==> src/design/soc_bus_pkg.sv <==
// widths, vector typedefs, address map, initiator indices and state enums for the soc bus
package soc_bus_pkg;

  // bus widths
  localparam int ADDR_W = 32;
  localparam int DATA_W = 32;

  typedef logic [ADDR_W-1:0]   addr_t;
  typedef logic [DATA_W-1:0]   data_t;
  typedef logic [DATA_W/8-1:0] strb_t; // one enable per byte lane

  // initiators
  localparam int N_INIT = 3;

  typedef logic [1:0] init_idx_t;

  localparam init_idx_t INIT_CLUSTER = 2'd0;
  localparam init_idx_t INIT_HOST    = 2'd1;
  localparam init_idx_t INIT_DEBUG   = 2'd2;

  // decoded target of a request
  typedef enum logic [1:0] {
    TGT_L2,
    TGT_DEBUG,
    TGT_EXT,
    TGT_NONE
  } tgt_t;

  // L2 scratchpad window
  localparam addr_t       L2_BASE  = 32'h1C00_0000;
  localparam int unsigned L2_BYTES = 4096;
  localparam int unsigned L2_WORDS = L2_BYTES / (DATA_W / 8);

  typedef logic [$clog2(L2_WORDS)-1:0] l2_idx_t;

  // debug register window
  localparam addr_t       DEBUG_BASE  = 32'h1A11_0000;
  localparam int unsigned DEBUG_BYTES = 256;

  // external port takes everything from here up to the top of the address space
  localparam addr_t EXT_BASE = DEBUG_BASE + addr_t'(DEBUG_BYTES);

  localparam data_t DEBUG_ID = 32'h50C0_B001; // read-only id word

  // arbiter FSM
  typedef enum logic {
    ARB_IDLE,
    ARB_BUSY
  } arb_state_t;

endpackage

==> src/design/bus_if.sv <==
// bus_if interface: single-word request/response channel with mst, slv and mon modports
`timescale 1ns/1ps

interface bus_if;
  import soc_bus_pkg::*;

  // request
  logic  req_valid;
  logic  req_ready;
  addr_t addr;
  logic  write;
  data_t wdata;
  strb_t strb;

  // response, one pulse per accepted request
  logic  rsp_valid;
  data_t rdata;
  logic  err;

  modport mst (
    output req_valid, addr, write, wdata, strb,
    input  req_ready, rsp_valid, rdata, err
  );

  modport slv (
    input  req_valid, addr, write, wdata, strb,
    output req_ready, rsp_valid, rdata, err
  );

  modport mon (
    input req_valid, req_ready, addr, write, wdata, strb,
    input rsp_valid, rdata, err
  );

endinterface

==> src/design/debug_regs.sv <==
// debug_regs module: four strobed scratch registers, read-only id word and error on other offsets
`timescale 1ns/1ps

module debug_regs (
  input  logic clk,
  input  logic arst_n,
  bus_if.slv   bus
);
  import soc_bus_pkg::*;

  data_t                           scratch [4];
  logic [$clog2(DEBUG_BYTES)-1:0]  offs;
  logic                            is_scratch;
  logic                            is_id;
  logic                            rsp_valid_q;
  data_t                           rdata_q;
  logic                            err_q;

  assign offs       = bus.addr[$clog2(DEBUG_BYTES)-1:0]; // base is window aligned
  assign is_scratch = (offs[$bits(offs)-1:4] == '0) && (offs[1:0] == 2'b00);
  assign is_id      = (offs == 8'h10);

  assign bus.req_ready = 1'b1;

  always_ff @(posedge clk or negedge arst_n) begin
    if (!arst_n) begin
      for (int r = 0; r < 4; r++) begin
        scratch[r] <= '0;
      end
      rsp_valid_q <= 1'b0;
      rdata_q     <= '0;
      err_q       <= 1'b0;
    end else begin
      rsp_valid_q <= bus.req_valid;
      if (bus.req_valid) begin
        rdata_q <= '0;
        err_q   <= 1'b0;
        if (is_scratch) begin
          if (bus.write) begin
            for (int b = 0; b < DATA_W / 8; b++) begin
              if (bus.strb[b]) scratch[offs[3:2]][8*b +: 8] <= bus.wdata[8*b +: 8];
            end
          end else begin
            rdata_q <= scratch[offs[3:2]];
          end
        end else if (is_id) begin
          if (!bus.write) rdata_q <= DEBUG_ID; // write silently dropped
        end else begin
          err_q <= 1'b1; // hole in the window
        end
      end
    end
  end

  assign bus.rsp_valid = rsp_valid_q;
  assign bus.rdata     = rdata_q;
  assign bus.err       = err_q;

endmodule

==> src/flat_wrapper.sv <==
// flat-port wrapper written by rule: the top's interface ports become plain ports
module debug_regs_flat import soc_bus_pkg::*;
  (clk, arst_n, bus_req_valid, bus_addr, bus_write, bus_wdata, bus_strb, bus_req_ready, bus_rsp_valid, bus_rdata, bus_err);
  bus_if bus_i ();
  input  logic clk;
  input  logic arst_n;
  input wire logic [$bits(bus_i.req_valid)-1:0] bus_req_valid;
  input wire logic [$bits(bus_i.addr)-1:0] bus_addr;
  input wire logic [$bits(bus_i.write)-1:0] bus_write;
  input wire logic [$bits(bus_i.wdata)-1:0] bus_wdata;
  input wire logic [$bits(bus_i.strb)-1:0] bus_strb;
  output wire logic [$bits(bus_i.req_ready)-1:0] bus_req_ready;
  output wire logic [$bits(bus_i.rsp_valid)-1:0] bus_rsp_valid;
  output wire logic [$bits(bus_i.rdata)-1:0] bus_rdata;
  output wire logic [$bits(bus_i.err)-1:0] bus_err;
  assign bus_i.req_valid = bus_req_valid;
  assign bus_i.addr = bus_addr;
  assign bus_i.write = bus_write;
  assign bus_i.wdata = bus_wdata;
  assign bus_i.strb = bus_strb;
  assign bus_req_ready = bus_i.req_ready;
  assign bus_rsp_valid = bus_i.rsp_valid;
  assign bus_rdata = bus_i.rdata;
  assign bus_err = bus_i.err;
  debug_regs u_core (.clk(clk), .arst_n(arst_n), .bus(bus_i));
endmodule
==> config.mk <==
export PLATFORM = sky130hd
export DESIGN_NAME = debug_regs_flat
export DESIGN_NICKNAME = d
export VERILOG_FILES = /design/src/design/soc_bus_pkg.sv /design/src/design/bus_if.sv /design/src/design/debug_regs.sv /design/src/flat_wrapper.sv
export SDC_FILE = /design/constraint.sdc
export NUM_CORES = 1
export LEC_CHECK = 0
export BUFFER_PORTS_ARGS = -buffer_cell sky130_fd_sc_hd__buf_2
export CORE_MARGIN = 5
export CORE_UTILIZATION = 57
export DETAILED_ROUTE_END_ITERATION = 8
export GPL_TIMING_DRIVEN = 0
export PLACE_DENSITY = 0.8
export RECOVER_POWER = 50
export SLEW_MARGIN = 20
export SYNTH_ARGS = -nofsm -noshare
export SYNTH_HDL_FRONTEND = slang
export SYNTH_SLANG_ARGS = --single-unit
export TNS_END_PERCENT = 30
==> constraint.sdc <==
create_clock -name clk -period 1.4 [get_ports clk]
set_input_delay 0.14 -clock clk [delete_from_list [all_inputs] [get_ports clk]]
set_output_delay 0.14 -clock clk [all_outputs]
set_load 0.01 [all_outputs]
-- Word level (Yosys, flattened, before mapping)
Index checks and enable logic that the tools add are counted.
- output and inout port bits: 35
- input port bits: 72
- RAM bits: 0
- memories kept: 0
- ROM bits: 0
- latch bits: 0
- register bits after elaboration: 162
- word-level logic and storage cells: 50
- divide/modulo/power cells: 0
- mux-type cells: 34
- eq/ne operators: 1
- add/sub/neg operators: 0
- shifts and indexed selects: 0
- order comparisons: 2
- reductions and logical operators: 5
- bitwise gates (word level): 1
- multipliers: 0
- operators with widths (operator ; number):
    128-bit two-way mux ; 13
    128-bit bitwise mux ; 4
    32-bit demux with 2-bit select ; 4
    32-bit two-way mux ; 6
    32-bit binary-select mux with 2-bit select ; 1
    31-bit two-way mux ; 1
    24-bit two-way mux ; 1
    16-bit two-way mux ; 1
    8-bit by 5-bit == test with 1-bit output, second input constant ; 1
    8-bit two-way mux ; 1
    4-bit zero test ; 1
    3-bit >= comparator, second input constant ; 1
    3-bit by 1-bit less-than comparator with 1-bit output, second input constant ; 1
    2-bit NOT with 3-bit output ; 1
    3-bit AND reduction ; 1
    1-bit logical AND ; 2
    2-bit zero test ; 1
    1-bit two-way mux ; 2

-- Logic depth before layout (Yosys ltp)
Gate-level depths: netlist (run 1).
- depth after elaboration: 22
- mapped depth: 6
- mapped depth without buffers: 4

-- Worst setup path before layout (run 1)
No wires, ideal clock.
- path type: input to register
- from: input port bus_addr[5]
- to: register u_core.scratch[96] (netlist name)
- required time: 1.272 ns
- path buffers: 0
- cell stages on the path: 4
- slack: -0.366 ns
- arrival: 1.639 ns
- cells stage by stage: or4b_4 > nor4b_4 > nand2_2 > mux2_1
- cells in the longest elaborated chain, start to end: 3
- RTL lines (item ; line ; text):
    start, declared ; flat_wrapper.sv:8 ; input wire logic [$bits(bus_i.addr)-1:0] bus_addr;
    4-bit zero test ; debug_regs.sv:20 ; assign is_scratch = (offs[$bits(offs)-1:4] == '0) && (offs[1:0] == 2'b00);
    1-bit logical AND ; debug_regs.sv:20 ;
    3-bit AND reduction (no source line) ; - ;
    end signal, assigned by index ; debug_regs.sv:41 ; if (bus.strb[b]) scratch[offs[3:2]][8*b +: 8] <= bus.wdata[8*b +: 8];
    end, declared ; debug_regs.sv:11 ; data_t scratch [4];
Every way passes these cells.
A chain may end at the register's enable or synchronous reset.

-- Worst setup path in the final report (run 1)
- from: input port bus_addr[5]
- to: register u_core.scratch[107] (netlist name)
The elaborated chain is that of the path after synthesis.

==> flow_metrics.py, run 1 <==
metrics = {
    "status": {
        "status": "finished with violations",
        "violations": "setup timing",
    },
    "yosys": {
        "synth_fp_nets": 572,
        "synthTopCellsByCount": "dfrtp_1 (162), mux2_2 (123), inv_1 (32), nor2_1 (27), nand3_1 (25)",
        "synth.mux.area_fraction": 0.293,
        "avgSynthCellArea_sq_um": 14.1,
        "synth-edff-count": 0,
        "synth_area_leaders": "dfrtp_1 (58%), mux2_2 (20%), mux4_2 (7.7%)",
        "synthAdderAreaFrac": 0,
        "yosys_warnings": 0,
        "synth_ff_type": "dfrtp_1",
        "synth_compound_area_frac": 0.0348,
        "syn-cell-area_sq_um": 7040,
        "synth_cells": 500,
        "synth_top_family_by_area": "multiplexers",
        "async_reset_ff_frac": 1.00,
        "synth_xor_area_frac": 0,
        "yosysSeqAreaShare": 0.576,
        "yosys.area_share.simple": 0.0661,
        "ys_ff_latch": 162,
        "synth_top_area_share": 0.576,
        "yosysTopAreaCell": "dfrtp_1",
        "ys_types": 29,
        "synth.most_common_cell": "dfrtp_1",
    },
    "global_routing": {
        "grt_max_degree": 107,
        "overflow": 0,
        "antenna_found_initial": 0,
        "grt_usage": 0.240,
        "grt_pass1_vias": 5139,
        "grt_pass1_wl_um": 26600,
    },
    "placement": {
        "portBuffers": 81,
        "dp.cells": 750,
        "dpl.hpwl_um": 10500,
        "gp_congestion": 0.779,
    },
    "clock_tree": {
        "htree_levels": 4,
        "clk_path_buf_depth": 2,
        "cts_tree": "done",
        "clk_pin_slew_ns": 0.06,
        "cts_buffers": 17,
        "root_buffer": "clkbuf_16",
        "clkLatencyLatePin_ns": 0.42,
        "cts_sinks": 162,
    },
    "timing": {
        "finalCriticalPeriod_ns": 1.48,
        "clock-skew-final_ns": 0.00421,
        "timing.hold.ws_ns": 0.00949,
        "slew_viol_final": 0,
        "timing.final.ws_setup_ns": -0.0769,
        "clock.fmax_mhz": 677,
        "fin_crit_sh": 1.05,
        "setup_viol": 88,
        "rsz0062_at_grt": "true",
        "worst_slew_pin_slew_ns": 0.687,
        "hold_violations": 0,
        "relSlewSlack": 0.540,
    },
    "route": {
        "drt_wl_total_um": 16500,
        "postRouteAntennaNets": 0,
        "avgViaCountPerCell": 5.70,
        "vias": 4680,
        "drc": 0,
        "dr.first_iter.drc_count": 282,
        "wl_per_cell_um": 20.1,
        "dr.pass1.iters": 4,
    },
    "die": {
        "placementRows": 40,
        "initial_core_util": 0.584,
        "die_x_um": 121,
        "io_pins": 107,
        "fp.dieH_um": 121,
        "dieArea_sq_um": 14700,
        "coreArea_sq_um": 12100,
    },
    "worst_setup_path": {
        "reg2reg_slack_ns": 0.13,
        "critPathKind": "input port to flop",
        "reg2reg_depth": 4,
        "startpoint_type": "input port",
        "rr_endpoint": "u_core.bus.rdata[28]$_DFFE_PN0P_",
        "r2r-start": "u_core.scratch[28]$_DFFE_PN0P_",
        "timing.critical_path.fanout_max": 8,
        "cp-end-kind": "flop",
        "worstPathArrival_ns": 1.78,
        "required_ns": 1.70,
    },
    "final_layout": {
        "area_growth_pct": 24.3,
        "drive_gt1_frac": 0.407,
        "antenna_cells": 0,
        "fillCellCount": 783,
        "fin_cells": 821,
        "regArea_sq_um": 4050,
        "multi_input_area_sq_um": 2890,
        "finalNetCount": 715,
    },
    "hold_path": {
        "hold_path.startpoint": "bus_wdata[3]",
        "worstHoldPathType": "input port to flop",
        "hold_end": "u_core.scratch[99]$_DFFE_PN0P_",
        "holdPathStages": 2,
    },
    "power_and_ir_drop": {
        "p_per_area_nw_per_um2": 1090,
        "power_mw": 9.53,
        "cellLeakagePower_nw": 4.26,
        "peakVddDrop_mv": 1.21,
    },
    "flow_run": {
        "cap_violations": 0,
    },
}
final cells by class:
cell class,count,share of cell area
Sequential cell,162,0.463
Inverter,32,0.0137
Clock inverter,7,0.00715
Tap cell,168,0.0240
Timing Repair Buffer,124,0.0946
Clock buffer,22,0.0519
Buffer,22,0.0150
Multi-Input combinational cell,284,0.330
metal layers:
metal  wire length (um)  share of wire  global-route usage  vias up
met1               6790           0.41               0.310     2403
li1                   -              -                   -     2088
met4                552          0.033               0.111        0
met2               8380           0.51               0.390      137
met3                796          0.048              0.0545       52
met5                  0              0                   0        -
registers in the layout, summed over array words and instances, names as in the netlist:
register,cells
u_core.bus.rsp_valid,1
u_core.scratch,128
u_core.bus.rdata,32
u_core.bus.err,1
timing repair:
action | 4_1_cts | 5_1_grt
hold buffers | 31 | 0
setup buffers | 11 | 0
gates resized for setup | 33 | 17
setup endpoints to repair | 161 | 134
pin swaps | 7 | 4
endpoints found under the hold margin | 141 | 0
worst max-delay path, stage by stage:
cell,delay (ns)
buf_6,0.09
or4b_4,0.60
nor4b_4,0.30
buf_6,0.21
nand2_4,0.13
mux2_2,0.30
report_power, final:
part | internal (mW) | switching [mW]
Sequential | 4.74 | 0.0290
Combinational | 0.254 | 0.352
Clock | 2.44 | 1.71
stage by stage:
| stage | cell area [sq um] | setup TNS, ns | setup WS (ns) | utilization |
|---|---|---|---|---|
| 4_1_cts | 8730 | -3.53 | -0.134 | 0.723 |
| 2_1_floorplan | 7040 | -45.21 | -0.343 | - |
| 3_5_place_dp | 7700 | -122.97 | -0.934 | 0.638 |
| 5_1_grt | 8750 | -6.60 | -0.0914 | 0.726 |
| 3_3_place_gp | 7660 | -444.30 | -2.00 | 0.635 |
| 6_report | 8750 | -3.15 | -0.0769 | 0.726 |
placed cells by master (no fill, tap or decap), types with 7 or more instances in the layout:
master and instances:
dfrtp_1 162, mux2_2 123, clkbuf_1 46, buf_2 45, inv_1 32, dlygate4sd3_1 31, nor2_1 27, mux4_2 24
nand3_1 24, o21ai_0 24, clkbuf_16 17, buf_6 11, mux2i_1 8, a311oi_1 8, o22ai_1 8, buf_4 7
worst max path at each step:
stage                  start                          endpoint  slack (ns)  cells past startpoint
2_1_floorplan    bus_addr[5]    u_core.scratch[96]$_DFFE_PN0P_       -0.34                      4
3_3_place_gp          arst_n   u_core.scratch[113]$_DFFE_PN0P_       -2.00                      1
3_5_place_dp   bus_req_valid  u_core.bus.rdata[19]$_DFFE_PN0P_       -0.93                      7
4_1_cts          bus_addr[6]    u_core.scratch[96]$_DFFE_PN0P_       -0.13                      6
5_1_grt          bus_addr[5]   u_core.scratch[116]$_DFFE_PN0P_       -0.09                      6
6_report         bus_addr[5]   u_core.scratch[107]$_DFFE_PN0P_       -0.08                      6
cell families (layout without fill, tap and decap cells):
logic type / count (synthesis) / after routing
compound gates: 41 / 41
buf+inv: 54 / 207
other cells: 1 / 1
flops: 162 / 162
mux: 160 / 160
simple gates: 82 / 82
No activity file was read; power rests on OpenSTA's default activity.
==> inputs of run 2 (changes only) <==
--- a/config.mk
+++ b/config.mk
@@ -7,10 +7,10 @@
 export LEC_CHECK = 0
 export BUFFER_PORTS_ARGS = -buffer_cell sky130_fd_sc_hd__buf_2
 export CORE_MARGIN = 5
-export CORE_UTILIZATION = 57
+export CORE_UTILIZATION = 51
 export DETAILED_ROUTE_END_ITERATION = 8
 export GPL_TIMING_DRIVEN = 0
-export PLACE_DENSITY = 0.8
+export PLACE_DENSITY = 0.76
 export RECOVER_POWER = 50
 export SLEW_MARGIN = 20
 export SYNTH_ARGS = -nofsm -noshare
==> constraint.sdc (replaced) <==
create_clock -name clk -period 1.2 [get_ports clk]
set_input_delay 0.12 -clock clk [delete_from_list [all_inputs] [get_ports clk]]
set_output_delay 0.12 -clock clk [all_outputs]
set_load 0.01 [all_outputs]
==> flow_metrics.py, run 2 (synthesis gave the netlist of run 1 again) <==
metrics = {
    "timing": {
        "timing.final.ws_setup_ns": -0.234,
        "relSlewSlack": 0.482,
        "clock-skew-final_ns": 0.00580,
        "rsz0062_at_grt": "true",
        "worst_slew_pin_slew_ns": 0.774,
        "slew_viol_final": 0,
        "finalCriticalPeriod_ns": 1.43,
        "hold_violations": 0,
        "clock.fmax_mhz": 697,
        "fin_crit_sh": 1.19,
        "setup_viol": 132,
        "tns_ns": -21.99,
    },
    "status": {
        "status": "finished with violations",
        "violations": "setup timing",
    },
    "power_and_ir_drop": {
        "cellLeakagePower_nw": 4.48,
        "p_per_area_nw_per_um2": 1350,
        "peakVddDrop_mv": 1.08,
    },
    "clock_tree": {
        "cts_sinks": 162,
        "clk_path_buf_depth": 2,
        "clkLatencyLatePin_ns": 0.43,
        "root_buffer": "clkbuf_16",
        "htree_levels": 4,
        "cts_buffers": 17,
        "clk_pin_slew_ns": 0.06,
        "cts_tree": "done",
    },
    "final_layout": {
        "antenna_cells": 0,
        "largest_register_ffs": 128,
        "layout_commonest_cell": "dfrtp_1",
        "regMostFlops": "u_core.scratch",
        "finalNetCount": 716,
        "area_growth_pct": 28.2,
        "layout_common_cells": "dfrtp_1 (162), mux2_2 (122), buf_2 (80), dlygate4sd3_1 (34), inv_1 (32)",
        "fin_cells": 837,
        "drive_gt1_frac": 0.476,
    },
    "route": {
        "postRouteAntennaNets": 0,
        "drc": 0,
        "drt_wl_total_um": 16900,
        "avgViaCountPerCell": 5.64,
        "vias": 4717,
        "wl_per_cell_um": 20.2,
        "dr.pass1.iters": 4,
        "dr.first_iter.drc_count": 307,
    },
    "placement": {
        "dp.cells": 762,
        "portBuffers": 81,
        "gp_congestion": 0.793,
        "dpl.hpwl_um": 10800,
    },
    "global_routing": {
        "grt_max_degree": 92,
        "grt_usage": 0.221,
        "grt_pass1_vias": 5103,
        "overflow": 0,
        "grt_pass1_wl_um": 27500,
        "antenna_found_initial": 0,
    },
    "die": {
        "placementRows": 43,
        "fp.dieH_um": 128,
        "dieArea_sq_um": 16300,
        "io_pins": 107,
        "coreArea_sq_um": 13700,
        "initial_core_util": 0.513,
        "die_x_um": 128,
    },
    "worst_setup_path": {
        "critPathKind": "input port to flop",
        "rr_endpoint": "u_core.bus.rdata[28]$_DFFE_PN0P_",
        "reg2reg_slack_ns": 0,
        "cp-end-kind": "flop",
        "startpoint_type": "input port",
        "required_ns": 1.51,
        "worstPathArrival_ns": 1.75,
        "reg2reg_depth": 4,
        "timing.critical_path.fanout_max": 8,
        "r2r-start": "u_core.scratch[28]$_DFFE_PN0P_",
        "crit_start": "bus_addr[6]",
    },
    "flow_run": {
        "cap_violations": 0,
    },
    "hold_path": {
        "hold_end": "u_core.scratch[111]$_DFFE_PN0P_",
        "hold_path.startpoint": "bus_strb[1]",
        "worstHoldPathType": "input port to flop",
        "holdPathStages": 3,
    },
}
## run 2: cell types whose count changed in the layout (fill, tap and decap cells not counted), sizes merged
| cell | change |
|---|---|
| clkbuf | -39 |
| buf | +35 |
| bufinv | +4 |
| dlygate4sd3 | +3 |
| clkinv | +2 |
| clkinvlp | -1 |
## run 2: what timing repair did
item,in CTS,in global routing
hold buffers,34,0
buffers inserted,11,0
setup endpoints to repair,161,251
gates cloned,0,0
pin swaps,8,6
endpoints found under the hold margin,203,0
resized for setup,53,19
## run 2: final cells by class
type	count	area, sq um
multi-input combinational	284	2940
timing repair buffer	127	913
buffer	20	141
sequential	162	4050
tap	180	225
inverter	32	120
clock inverter	12	185
fill	995	4690
clock buffer	20	457
## run 2: routing by layer
metal  up-vias  global-route usage  wire length, um
met5         -                   0                0
met4         0              0.0732              261
met3        22              0.0560              907
met2       138               0.354             8590
met1      2451               0.298             7110
li1       2106                   -                -
## run 2: worst max-delay path by stage
stage,to,cells past startpoint
finish,u_core.scratch[96]$_DFFE_PN0P_,6
detailed placement,u_core.scratch[8]$_DFFE_PN0P_,5
global route,u_core.scratch[28]$_DFFE_PN0P_,7
CTS,u_core.scratch[115]$_DFFE_PN0P_,6
global placement,u_core.bus.rdata[18]$_DFFE_PN0P_,1
floorplan,u_core.scratch[96]$_DFFE_PN0P_,4
## run 2: stage by stage
stage	power, mW	instance area (sq um)	hold WS, ns	setup WS, ns	util
after floorplan	5.91	7040	-0.176	-0.523	-
after global placement	6.22	7670	0.375	-2.22	0.559
after detailed placement	6.26	7710	0.123	-1.07	0.562
after CTS	12.2	8970	0.112	-0.212	0.654
after global routing	12.6	9030	0.127	-0.266	0.658
final	12.2	9030	0.141	-0.234	0.658
## run 2: where the power goes
part	switching (mW)	internal, mW	leakage [nW]
registers	0.0342	5.53	2.25
clock network	2.10	3.77	0.323
logic	0.425	0.312	1.90
total	2.56	9.61	4.48
## run 2: critical path, stage by stage
cell and delay, ns:
buf_6 0.09, or4b_4 0.60, nor4b_4 0.34, buf_6 0.19
nand2_8 0.10, mux2_4 0.31
