<file path="src/design/soc_bus_pkg.sv">
// widths, vector typedefs, address map, initiator indices and state enums for the soc bus
package soc_bus_pkg;

  // bus widths
  localparam int ADDR_W = 32;
  localparam int DATA_W = 32;

  typedef logic [ADDR_W-1:0]   addr_t;
  typedef logic [DATA_W-1:0]   data_t;
  typedef logic [DATA_W/8-1:0] strb_t; // one enable per byte lane

  // initiators
  localparam int N_INIT = 3;

  typedef logic [1:0] init_idx_t;

  localparam init_idx_t INIT_CLUSTER = 2'd0;
  localparam init_idx_t INIT_HOST    = 2'd1;
  localparam init_idx_t INIT_DEBUG   = 2'd2;

  // decoded target of a request
  typedef enum logic [1:0] {
    TGT_L2,
    TGT_DEBUG,
    TGT_EXT,
    TGT_NONE
  } tgt_t;

  // L2 scratchpad window
  localparam addr_t       L2_BASE  = 32'h1C00_0000;
  localparam int unsigned L2_BYTES = 4096;
  localparam int unsigned L2_WORDS = L2_BYTES / (DATA_W / 8);

  typedef logic [$clog2(L2_WORDS)-1:0] l2_idx_t;

  // debug register window
  localparam addr_t       DEBUG_BASE  = 32'h1A11_0000;
  localparam int unsigned DEBUG_BYTES = 256;

  // external port takes everything from here up to the top of the address space
  localparam addr_t EXT_BASE = DEBUG_BASE + addr_t'(DEBUG_BYTES);

  localparam data_t DEBUG_ID = 32'h50C0_B001; // read-only id word

  // arbiter FSM
  typedef enum logic {
    ARB_IDLE,
    ARB_BUSY
  } arb_state_t;

endpackage

</file>
<file path="src/design/bus_if.sv">
// bus_if interface: single-word request/response channel with mst, slv and mon modports
`timescale 1ns/1ps

interface bus_if;
  import soc_bus_pkg::*;

  // request
  logic  req_valid;
  logic  req_ready;
  addr_t addr;
  logic  write;
  data_t wdata;
  strb_t strb;

  // response, one pulse per accepted request
  logic  rsp_valid;
  data_t rdata;
  logic  err;

  modport mst (
    output req_valid, addr, write, wdata, strb,
    input  req_ready, rsp_valid, rdata, err
  );

  modport slv (
    input  req_valid, addr, write, wdata, strb,
    output req_ready, rsp_valid, rdata, err
  );

  modport mon (
    input req_valid, req_ready, addr, write, wdata, strb,
    input rsp_valid, rdata, err
  );

endinterface

</file>
<file path="src/design/addr_decoder.sv">
// addr_decoder module: address rule matching, target select, response mux, decode-error responder
`timescale 1ns/1ps

module addr_decoder (
  input  logic clk,
  input  logic arst_n,
  bus_if.slv   up,
  bus_if.mst   l2,
  bus_if.mst   dbg,
  bus_if.mst   ext
);
  import soc_bus_pkg::*;

  tgt_t tgt;        // decode of the current request
  tgt_t sel_q;      // target of the transfer in flight
  logic none_rsp_q; // error pulse for unmapped addresses

  // rule table, checked in priority order
  always_comb begin
    if (up.addr >= L2_BASE && up.addr < L2_BASE + addr_t'(L2_BYTES)) begin
      tgt = TGT_L2;
    end else if (up.addr >= DEBUG_BASE && up.addr < EXT_BASE) begin
      tgt = TGT_DEBUG;
    end else if (up.addr >= EXT_BASE) begin
      tgt = TGT_EXT;  // runs up to 0xFFFF_FFFF
    end else begin
      tgt = TGT_NONE;
    end
  end

  // request fields fan out, valid goes to the match only
  assign l2.req_valid  = up.req_valid && (tgt == TGT_L2);
  assign dbg.req_valid = up.req_valid && (tgt == TGT_DEBUG);
  assign ext.req_valid = up.req_valid && (tgt == TGT_EXT);

  assign l2.addr   = up.addr;
  assign l2.write  = up.write;
  assign l2.wdata  = up.wdata;
  assign l2.strb   = up.strb;
  assign dbg.addr  = up.addr;
  assign dbg.write = up.write;
  assign dbg.wdata = up.wdata;
  assign dbg.strb  = up.strb;
  assign ext.addr  = up.addr;
  assign ext.write = up.write;
  assign ext.wdata = up.wdata;
  assign ext.strb  = up.strb;

  always_comb begin
    case (tgt)
      TGT_L2:    up.req_ready = l2.req_ready;
      TGT_DEBUG: up.req_ready = dbg.req_ready;
      TGT_EXT:   up.req_ready = ext.req_ready; // external may stall
      default:   up.req_ready = 1'b1;          // unmapped, accept at once
    endcase
  end

  // response from whoever took the last transfer
  always_comb begin
    case (sel_q)
      TGT_L2:    {up.rsp_valid, up.rdata, up.err} = {l2.rsp_valid, l2.rdata, l2.err};
      TGT_DEBUG: {up.rsp_valid, up.rdata, up.err} = {dbg.rsp_valid, dbg.rdata, dbg.err};
      TGT_EXT:   {up.rsp_valid, up.rdata, up.err} = {ext.rsp_valid, ext.rdata, ext.err};
      default:   {up.rsp_valid, up.rdata, up.err} = {none_rsp_q, DATA_W'(0), 1'b1};
    endcase
  end

  always_ff @(posedge clk or negedge arst_n) begin
    if (!arst_n) begin
      sel_q      <= TGT_NONE;
      none_rsp_q <= 1'b0;
    end else begin
      none_rsp_q <= up.req_valid && up.req_ready && (tgt == TGT_NONE);
      if (up.req_valid && up.req_ready) begin
        sel_q <= tgt;
      end
    end
  end

endmodule

</file>
<file path="src/flat_wrapper.sv">
// flat-port wrapper written by rule: the top's interface ports become plain ports
module addr_decoder_flat import soc_bus_pkg::*;
  (clk, arst_n, up_req_valid, up_addr, up_write, up_wdata, up_strb, up_req_ready, up_rsp_valid, up_rdata, up_err, l2_req_valid, l2_addr, l2_write, l2_wdata, l2_strb, l2_req_ready, l2_rsp_valid, l2_rdata, l2_err, dbg_req_valid, dbg_addr, dbg_write, dbg_wdata, dbg_strb, dbg_req_ready, dbg_rsp_valid, dbg_rdata, dbg_err, ext_req_valid, ext_addr, ext_write, ext_wdata, ext_strb, ext_req_ready, ext_rsp_valid, ext_rdata, ext_err);
  bus_if up_i ();
  bus_if l2_i ();
  bus_if dbg_i ();
  bus_if ext_i ();
  input  logic clk;
  input  logic arst_n;
  input wire logic [$bits(up_i.req_valid)-1:0] up_req_valid;
  input wire logic [$bits(up_i.addr)-1:0] up_addr;
  input wire logic [$bits(up_i.write)-1:0] up_write;
  input wire logic [$bits(up_i.wdata)-1:0] up_wdata;
  input wire logic [$bits(up_i.strb)-1:0] up_strb;
  output wire logic [$bits(up_i.req_ready)-1:0] up_req_ready;
  output wire logic [$bits(up_i.rsp_valid)-1:0] up_rsp_valid;
  output wire logic [$bits(up_i.rdata)-1:0] up_rdata;
  output wire logic [$bits(up_i.err)-1:0] up_err;
  output wire logic [$bits(l2_i.req_valid)-1:0] l2_req_valid;
  output wire logic [$bits(l2_i.addr)-1:0] l2_addr;
  output wire logic [$bits(l2_i.write)-1:0] l2_write;
  output wire logic [$bits(l2_i.wdata)-1:0] l2_wdata;
  output wire logic [$bits(l2_i.strb)-1:0] l2_strb;
  input wire logic [$bits(l2_i.req_ready)-1:0] l2_req_ready;
  input wire logic [$bits(l2_i.rsp_valid)-1:0] l2_rsp_valid;
  input wire logic [$bits(l2_i.rdata)-1:0] l2_rdata;
  input wire logic [$bits(l2_i.err)-1:0] l2_err;
  output wire logic [$bits(dbg_i.req_valid)-1:0] dbg_req_valid;
  output wire logic [$bits(dbg_i.addr)-1:0] dbg_addr;
  output wire logic [$bits(dbg_i.write)-1:0] dbg_write;
  output wire logic [$bits(dbg_i.wdata)-1:0] dbg_wdata;
  output wire logic [$bits(dbg_i.strb)-1:0] dbg_strb;
  input wire logic [$bits(dbg_i.req_ready)-1:0] dbg_req_ready;
  input wire logic [$bits(dbg_i.rsp_valid)-1:0] dbg_rsp_valid;
  input wire logic [$bits(dbg_i.rdata)-1:0] dbg_rdata;
  input wire logic [$bits(dbg_i.err)-1:0] dbg_err;
  output wire logic [$bits(ext_i.req_valid)-1:0] ext_req_valid;
  output wire logic [$bits(ext_i.addr)-1:0] ext_addr;
  output wire logic [$bits(ext_i.write)-1:0] ext_write;
  output wire logic [$bits(ext_i.wdata)-1:0] ext_wdata;
  output wire logic [$bits(ext_i.strb)-1:0] ext_strb;
  input wire logic [$bits(ext_i.req_ready)-1:0] ext_req_ready;
  input wire logic [$bits(ext_i.rsp_valid)-1:0] ext_rsp_valid;
  input wire logic [$bits(ext_i.rdata)-1:0] ext_rdata;
  input wire logic [$bits(ext_i.err)-1:0] ext_err;
  assign up_i.req_valid = up_req_valid;
  assign up_i.addr = up_addr;
  assign up_i.write = up_write;
  assign up_i.wdata = up_wdata;
  assign up_i.strb = up_strb;
  assign up_req_ready = up_i.req_ready;
  assign up_rsp_valid = up_i.rsp_valid;
  assign up_rdata = up_i.rdata;
  assign up_err = up_i.err;
  assign l2_req_valid = l2_i.req_valid;
  assign l2_addr = l2_i.addr;
  assign l2_write = l2_i.write;
  assign l2_wdata = l2_i.wdata;
  assign l2_strb = l2_i.strb;
  assign l2_i.req_ready = l2_req_ready;
  assign l2_i.rsp_valid = l2_rsp_valid;
  assign l2_i.rdata = l2_rdata;
  assign l2_i.err = l2_err;
  assign dbg_req_valid = dbg_i.req_valid;
  assign dbg_addr = dbg_i.addr;
  assign dbg_write = dbg_i.write;
  assign dbg_wdata = dbg_i.wdata;
  assign dbg_strb = dbg_i.strb;
  assign dbg_i.req_ready = dbg_req_ready;
  assign dbg_i.rsp_valid = dbg_rsp_valid;
  assign dbg_i.rdata = dbg_rdata;
  assign dbg_i.err = dbg_err;
  assign ext_req_valid = ext_i.req_valid;
  assign ext_addr = ext_i.addr;
  assign ext_write = ext_i.write;
  assign ext_wdata = ext_i.wdata;
  assign ext_strb = ext_i.strb;
  assign ext_i.req_ready = ext_req_ready;
  assign ext_i.rsp_valid = ext_rsp_valid;
  assign ext_i.rdata = ext_rdata;
  assign ext_i.err = ext_err;
  addr_decoder u_core (.clk(clk), .arst_n(arst_n), .up(up_i), .l2(l2_i), .dbg(dbg_i), .ext(ext_i));
endmodule
</file>
<file path="config.mk">
export PLATFORM = sky130hd
export DESIGN_NAME = addr_decoder_flat
export DESIGN_NICKNAME = d
export VERILOG_FILES = /design/src/design/soc_bus_pkg.sv /design/src/design/bus_if.sv /design/src/design/addr_decoder.sv /design/src/flat_wrapper.sv
export SDC_FILE = /design/constraint.sdc
export NUM_CORES = 1
export LEC_CHECK = 0
export BUFFER_PORTS_ARGS = -buffer_cell sky130_fd_sc_hd__buf_4
export CORE_AREA = 2 2 164 166
export DETAILED_ROUTE_END_ITERATION = 8
export DIE_AREA = 0 0 166 168
export PLACE_DENSITY_LB_ADDON = 0.3
export SYNTH_ARGS = -nofsm -noshare
export SYNTH_HDL_FRONTEND = slang
export SYNTH_SLANG_ARGS = --single-unit
</file>
<file path="constraint.sdc">
create_clock -name clk -period 1.7 [get_ports clk]
set_input_delay 0.085 -clock clk [delete_from_list [all_inputs] [get_ports clk]]
set_output_delay 0.085 -clock clk [all_outputs]
set_load 0.01 [all_outputs]
</file>
## Yosys cells after proc, flatten, opt, wreduce, memory -nomap -nowiden

Index checks and enable logic that the tools add are counted.

| storage, ports and cells | value |
|---|---|
| register bits after elaboration | 3 |
| input bits | 177 |
| word-level logic and storage cells | 28 |

| operators by class | value |
|---|---|
| equal/unequal tests | 5 |
| reduce and logical (&&, ||, !) cells | 9 |
| magnitude comparators | 5 |
| multiplexer cells | 7 |

Operators with widths:

| operator | number |
|---|---|
| 32-bit by 29-bit >= comparator with 1-bit output, second input constant | 3 |
| 32-bit case mux with 3 select lines | 1 |
| 32-bit by 29-bit less-than comparator with 1-bit output, second input constant | 2 |
| 1-bit case mux with 3 select lines | 3 |
| 1-bit logical AND | 7 |
| 2-bit == test, second input constant | 3 |
| 2-bit by 1-bit == test with 1-bit output, second input constant | 2 |
| 2-bit zero test | 2 |
| 2-bit two-way mux | 2 |
| 1-bit two-way mux | 1 |

## Longest topological paths before layout

Gate-level depths: netlist of run 1.

| logic depth | value |
|---|---|
| word-level depth | 8 |
| gate-level depth with buffers | 6 |

## Least setup slack after synthesis of run 1

OpenSTA, ideal clock, no wires.

| timing | value |
|---|---|
| path type | reg-to-reg |
| start point | register u_core.sel_q[1] (netlist name) |
| end point | register u_core.sel_q[1] |
| setup time | 0.076 ns |
| stages on the path, launching flop included | 5 |
| required time | 1.624 ns |
| slack | 0.244 ns |
| data arrival time | 1.379 ns |
| path through | dfstp_2 -> clkbuf_1 -> a21bo_2 -> a211o_1 -> a22oi_2 |

RTL lines:

| element | line | text |
|---|---|---|
| to (signal assigned) | addr_decoder.sv:75 | `sel_q <= tgt;` |
| to (decl) | addr_decoder.sv:15 | `tgt_t sel_q;` |

## Worst setup path after layout of run 1

| timing | value |
|---|---|
| start point | register u_core.sel_q[0] |
| end point | output port up_rsp_valid |

| between the ends | value |
|---|---|
| word-level cells in the longest chain between the ends | 2 |
| elaborated cells on any way between the ends | 4 |

RTL lines:

| element | line | text |
|---|---|---|
| 2-bit == test (tied with other cells) | addr_decoder.sv:60 | `case (sel_q)` |
| 1-bit case mux with 3 select lines (*) | addr_decoder.sv:60 |  |
| to (decl) | flat_wrapper.sv:16 | `output wire logic [$bits(up_i.rsp_valid)-1:0] up_rsp_valid;` |

Mark *: on every way between the ends. The rest lies on a longest branch, timed or not.

==> results_dict.tcl, run 1 <==
set metrics [dict create \
    status "finished clean" \
    grt_usage_pct 7.37 \
    clockBufferDepth 2 \
    ys_seq_elements 3 \
    viasPerCell 3.11 \
    clock_latency_ps 230 \
    cp.arrival_ps 1580 \
    crit_start "u_core.sel_q[0]" \
    io-pin-count 422 \
    avgSynthCellArea_um2 7.17 \
    antenna_found_initial 0 \
    setup_tns_ps 0 \
    ys_warn_count 0 \
    drv_cap 0 \
    syn2layout_area_growth_pct 39.9 \
    leakage_nw 1.73 \
    worst_slack_ps 36.9 \
    final_common_cell "buf_4" \
    power-per-cell-area_mw_per_mm2 542 \
    slew_viol_final 0 \
    cts.sinks 3 \
    die_w_um 166 \
    layout.nets 593 \
    rsz0062_at_grt "yes" \
    worst_slew_pin_slew_ps 274 \
    relSlewSlack_pct 81.6 \
    synthDistinctLibCells 35 \
    dp_slack_ps -182 \
    wl_per_cell_um 14.8 \
    yosysSeqAreaShare_pct 2.92 \
    reg2reg_slack_ps 130 \
    first_global_vias 2450 \
    die_h_um 168 \
    cts_tree "built" \
    gp_congestion 0.784 \
    n_fill_cell 3012 \
    path_class "reg2out" \
    synthesis.nets 548 \
    critPathMaxFanout 8 \
    ir_drop_mv 0.267 \
    std_cell_rows 60 \
    route.detailed.drc 0 \
    endpoint "up_rsp_valid" \
    required_ps 1620 \
    die_area_mm2 0.0279 \
    routed_wl_um 11200 \
    mostFrequentLayoutCells "buf_4, nand2_1, mux2i_1" \
    setup_violations 0 \
    start_util_pct 10.1 \
    worstHoldPathType "in2reg" \
    fmax_mhz 601 \
    design.core.area_mm2 0.0264 \
    first_pass_iters 4 \
    cts_max_level 1 \
    hold_viol_final 0 \
    start_kind "flop" \
    syn_area_mm2 0.00266 \
    synth_cells 371 \
    numCtsBuffers 3 \
    antenna_violating_nets_post_route 0 \
    holdWs_ps 138 \
    r2r_cells 4 \
    min_period_ps 1660 \
    r2r_start "u_core.sel_q[1]" \
    num_antenna_cells 0 \
    grt_max_degree 38 \
    overflow 0 \
    cts.clk_slew.worst_paths_ps 30 \
    skew_ps 0 \
    num_vias 2354 \
    r2r_end "u_core.sel_q[1]" \
    grt_pass1_wl_um 15500 \
    timing.final.crit_share_pct 97.8 \
    root_buffer "clkbuf_16" \
    place_hpwl_um 8620 \
    drive_above_1_share_pct 68.9 \
    drtIter0Drc 31 \
    end_kind "output port" \
    io_buffers 241 \
]
flip-flops by register name (all words and copies together), names as in the netlist:
signal             cells
u_core.sel_q           2
u_core.none_rsp_q      1
critical path, stage by stage (launching register included):
cell and delay (ps):
dfstp_2 540, buf_12 160, mux4_2 520, buf_6 140
kinds of logic (layout without fill, tap and decap cells):
logic type      count (synthesis)  after routing  synth area share (%)
buf+inv                       223            266                  60.9
simple gates                   61             62                  12.1
mux                            33             33                  12.9
flops                           3              3                  2.92
compound gates                 51             51                  11.2
timing repair:
item                                    CTS  global route
buffers inserted                          7             2
pin swaps                                 0             4
resized for setup                        15            27
endpoints found under the setup margin   35            20
hold buffers                              1             0
endpoints found under the hold margin     3             0
gates cloned                              3             0
cell type report:
type / count / area, um^2 / area share [%]
Clock buffer: 4 / 78.8 / 2.12
Inverter: 4 / 15.0 / 0.404
Multi-Input combinational cell: 146 / 1050 / 28.2
Sequential cell: 3 / 77.6 / 2.09
Tap cell: 341 / 427 / 11.5
Timing Repair Buffer: 258 / 2070 / 55.7
layer usage:
layer | GRT usage (%) | part of all wire, %
met1 | 8.05 | 35
met2 | 12.9 | 49
met3 | 2.42 | 11
met4 | 3.48 | 4.8
met5 | 0 | 0
per-stage QoR:
| stage | std cells | power [W] | instance area (um^2) | util (%) |
|---|---|---|---|---|
| 2_1_floorplan | 371 | 0.00104 | 2660 | - |
| 3_3_place_gp | 742 | 0.00141 | 3370 | 12.8 |
| 3_5_place_dp | 742 | 0.00141 | 3370 | 12.8 |
| 4_1_cts | 757 | 0.00203 | 3670 | 13.9 |
| 5_1_grt | 756 | 0.00217 | 3720 | 14.1 |
| 6_report | 756 | 0.00202 | 3720 | 14.1 |
cells in the mapped netlist:
cell type,count,area (um^2)
dfstp_2,2,52.6
a2bb2oi_1,1,8.76
nor3_1,2,10.0
mux2i_1,32,320
nor2_1,3,11.3
inv_1,4,15.0
a21bo_2,1,10.0
nor4b_2,1,15.0
nor4_2,1,12.5
and2_1,3,18.8
a31oi_2,1,12.5
nand2_1,37,139
a22oi_2,1,12.5
buf_4,207,1550
nor3_4,1,16.3
clkbuf_1,8,30.0
nor2_4,1,11.3
nor2b_2,1,8.76
a21oi_1,5,25.0
nor4_1,1,6.26
a211o_2,1,10.0
o21ai_1,3,15.0
a211o_1,1,8.76
o21a_1,1,7.51
and3b_1,1,8.76
o21ai_0,33,165
nand4_1,2,12.5
nor2b_1,3,18.8
nor3_2,2,20.0
mux4_2,1,22.5
and3_1,2,12.5
a21boi_0,1,7.51
dfrtp_1,1,25.0
buf_2,4,20.0
a211oi_1,2,15.0
how the worst min path moves through the flow:
| stage | from | end | slack [ps] | depth (start not counted) |
|---|---|---|---|---|
| after detailed placement | arst_n | u_core.none_rsp_q | -120 | 1 |
| after CTS | up_req_valid | u_core.sel_q[0] | 150 | 3 |
| final | up_req_valid | u_core.sel_q[0] | 140 | 3 |
| after floorplan | arst_n | u_core.none_rsp_q | -210 | 0 |
| after global placement | arst_n | u_core.none_rsp_q | -120 | 1 |
| after global routing | up_req_valid | u_core.sel_q[0] | 160 | 3 |
where the power goes:
part | switching (W) | leakage (nW) | total (W) | internal, W
Sequential | 0.0000120 | 0.0347 | 0.0000968 | 0.0000849
Clock | 0.0000719 | 0.0382 | 0.000382 | 0.000310
Combinational | 0.000693 | 1.66 | 0.00154 | 0.000843
(Power assumes the default switching activity.)
==> run 2: changes to the inputs <==
Settings changed: CORE_AREA 2 2 164 166 to 2 2 163 165, DIE_AREA 0 0 166 168 to 0 0 165 167.
Clock period 1.7 ns to 1.5 ns, I/O delays scaled along.
==> results_dict.tcl, run 2 (same netlist as run 1, synthesis figures left out) <==
set metrics [dict create \
    timing.final.crit_share_pct 111 \
    crit_top_cell "buf_4" \
    path_delay_family "flip-flops" \
    die_w_um 165 \
    hold_end "u_core.sel_q[0]" \
    largest_register_ffs 2 \
    combinationalPowerShare_pct 76.4 \
    drv_cap 0 \
    clock_latency_ps 220 \
    crit_chain "buf_12 > buf_4 > mux2i_4 > o21ai_0 > buf_4" \
    clockBufferDepth 2 \
    critPathSlowestCell "dfstp_2" \
    cp.arrival_ps 1590 \
    grt_max_degree 33 \
    p_int_w 0.00139 \
    min_period_ps 1670 \
    setup_tns_ps -3170 \
    antenna_found_initial 0 \
    p_switching_w 0.000822 \
    slew_viol_final 0 \
    r2r_cells 4 \
    route.detailed.drc 0 \
    holdPathStages 3 \
    worst_slack_ps -168 \
    hold_viol_final 0 \
    switching_share_pct 37.1 \
    design_area_mm2 0.00387 \
    fmax_mhz 599 \
    syn2layout_area_growth_pct 45.5 \
    seq_area_um2 77.6 \
    grt_usage_pct 6.47 \
    dp_slack_ps -160 \
    min_from "up_req_valid" \
    status "finished, violations left" \
    violations "negative setup slack" \
    layout.nets 617 \
    drtIter0Drc 29 \
    path_class "reg2out" \
    worst_slew_pin_slew_ps 332 \
    power-per-cell-area_mw_per_mm2 573 \
    reg2reg_slack_ps 150 \
    gp_congestion 0.689 \
    viasPerCell 3.09 \
    largest-register "u_core.sel_q" \
    seqPwrFrac_pct 4.6 \
    end_kind "output port" \
    first_global_vias 2361 \
    start_util_pct 10.3 \
    die_h_um 167 \
    cts.clk_slew.worst_paths_ps 30 \
    largestRegisters "u_core.sel_q: 2 flops, u_core.none_rsp_q: 1 flops" \
    place_hpwl_um 8790 \
    r2r_start "u_core.sel_q[1]" \
    cts_tree "built" \
    die_area_mm2 0.0276 \
    io_buffers 241 \
    first_pass_iters 3 \
    critPathMaxFanout 16 \
    required_ps 1420 \
    num_antenna_cells 0 \
    setup_violations 34 \
    leakage_nw 1.84 \
    antenna_violating_nets_post_route 0 \
    postPlaceCellArea_mm2 0.00356 \
    worstHoldPathType "in2reg" \
    design.core.area_mm2 0.0258 \
    cts.sinks 3 \
    cpPeakStageDelay_ps 550 \
    grt_pass1_wl_um 13400 \
    skew_ps 0 \
    ir_drop_mv 0.253 \
    root_buffer "clkbuf_16" \
    start_kind "flop" \
    numCtsBuffers 3 \
    io-pin-count 422 \
    final_common_cell "buf_4" \
    multi_input_area_mm2 0.00106 \
    drive_above_1_share_pct 70.6 \
    wl_per_cell_um 13.1 \
    mostFrequentLayoutCells "buf_4, nand2_1, mux2i_1, o21ai_0" \
    std_cell_rows 59 \
    r2r_end "u_core.sel_q[1]" \
    cts_max_level 1 \
    num_vias 2395 \
    pwr-share-clk_pct 19.0 \
    rsz0062_at_grt "yes" \
    overflow 0 \
    routed_wl_um 10200 \
    relSlewSlack_pct 77.7 \
    n_fill_cell 2996 \
    crit_buf_inv 3 \
]
-- run 2: changes by cell type in the layout (fill, tap and decap cells not counted), moves of 5 or more --
cell,delta
o21ai_0,+11
mux2i_1,+6
mux2i_2,-5
o21ai_1,-12
buf_4,+26
-- run 2: worst max-delay path by stage --
stage	from	to	slack, ps	cells after the start
after floorplan	u_core.sel_q[1]	u_core.sel_q[1]	40	4
after global placement	up_addr[15]	up_req_ready	-100	7
after detailed placement	up_addr[15]	up_req_ready	-160	7
after CTS	u_core.sel_q[0]	up_rdata[29]	-160	5
after global routing	u_core.sel_q[0]	up_rdata[31]	-210	5
final	u_core.sel_q[0]	up_rdata[8]	-170	5
-- run 2: cell type report --
class	count	share of cell area [%]
clock buffers	4	2.04
inverters	4	0.388
multi-input cells	145	27.3
flip-flops and latches	3	2.01
well taps	335	10.8
repair buffers	283	57.4
-- run 2: layer usage --
| metal | wire length [um] | global-route usage, % | up-vias |
|---|---|---|---|
| met4 | 430 | 3.40 | 0 |
| met1 | 3200 | 5.96 | 1014 |
| li1 | - | - | 1140 |
| met3 | 1450 | 3.24 | 38 |
| met5 | 0 | 0 | - |
| met2 | 5090 | 11.6 | 203 |
-- run 2: timing repair --
action,4_1_cts,5_1_grt
pin swaps,4,10
endpoints found under the setup margin,35,36
endpoints found under the hold margin,3,0
setup buffers,1,10
gates resized for setup,7,23
hold buffers,1,0
-- run 2: power by group through the flow --
stage                     clock network, W  registers, W  logic, W
after global placement                   0      0.000102   0.00164
after global routing              0.000441      0.000103   0.00185
after detailed placement                 0      0.000102   0.00163
final                             0.000422      0.000102   0.00169
after floorplan                          0     0.0000979   0.00108
after CTS                         0.000433      0.000102   0.00166
-- run 2: stage by stage --
step	power, W	hold slack [ps]	cells	utilization [%]
6_report	0.00222	126	774	15.0
5_1_grt	0.00239	130	774	15.0
4_1_cts	0.00220	124	764	14.3
3_5_place_dp	0.00174	-124	758	13.8
3_3_place_gp	0.00174	-126	758	13.8
2_1_floorplan	0.00117	-221	371	-
-- run 2: tightest hold or removal path, delay by kind of cell --
family	cells	cell delay, ps
buffers and inverters	1	130
AO/OA/AOI/OAI	2	130
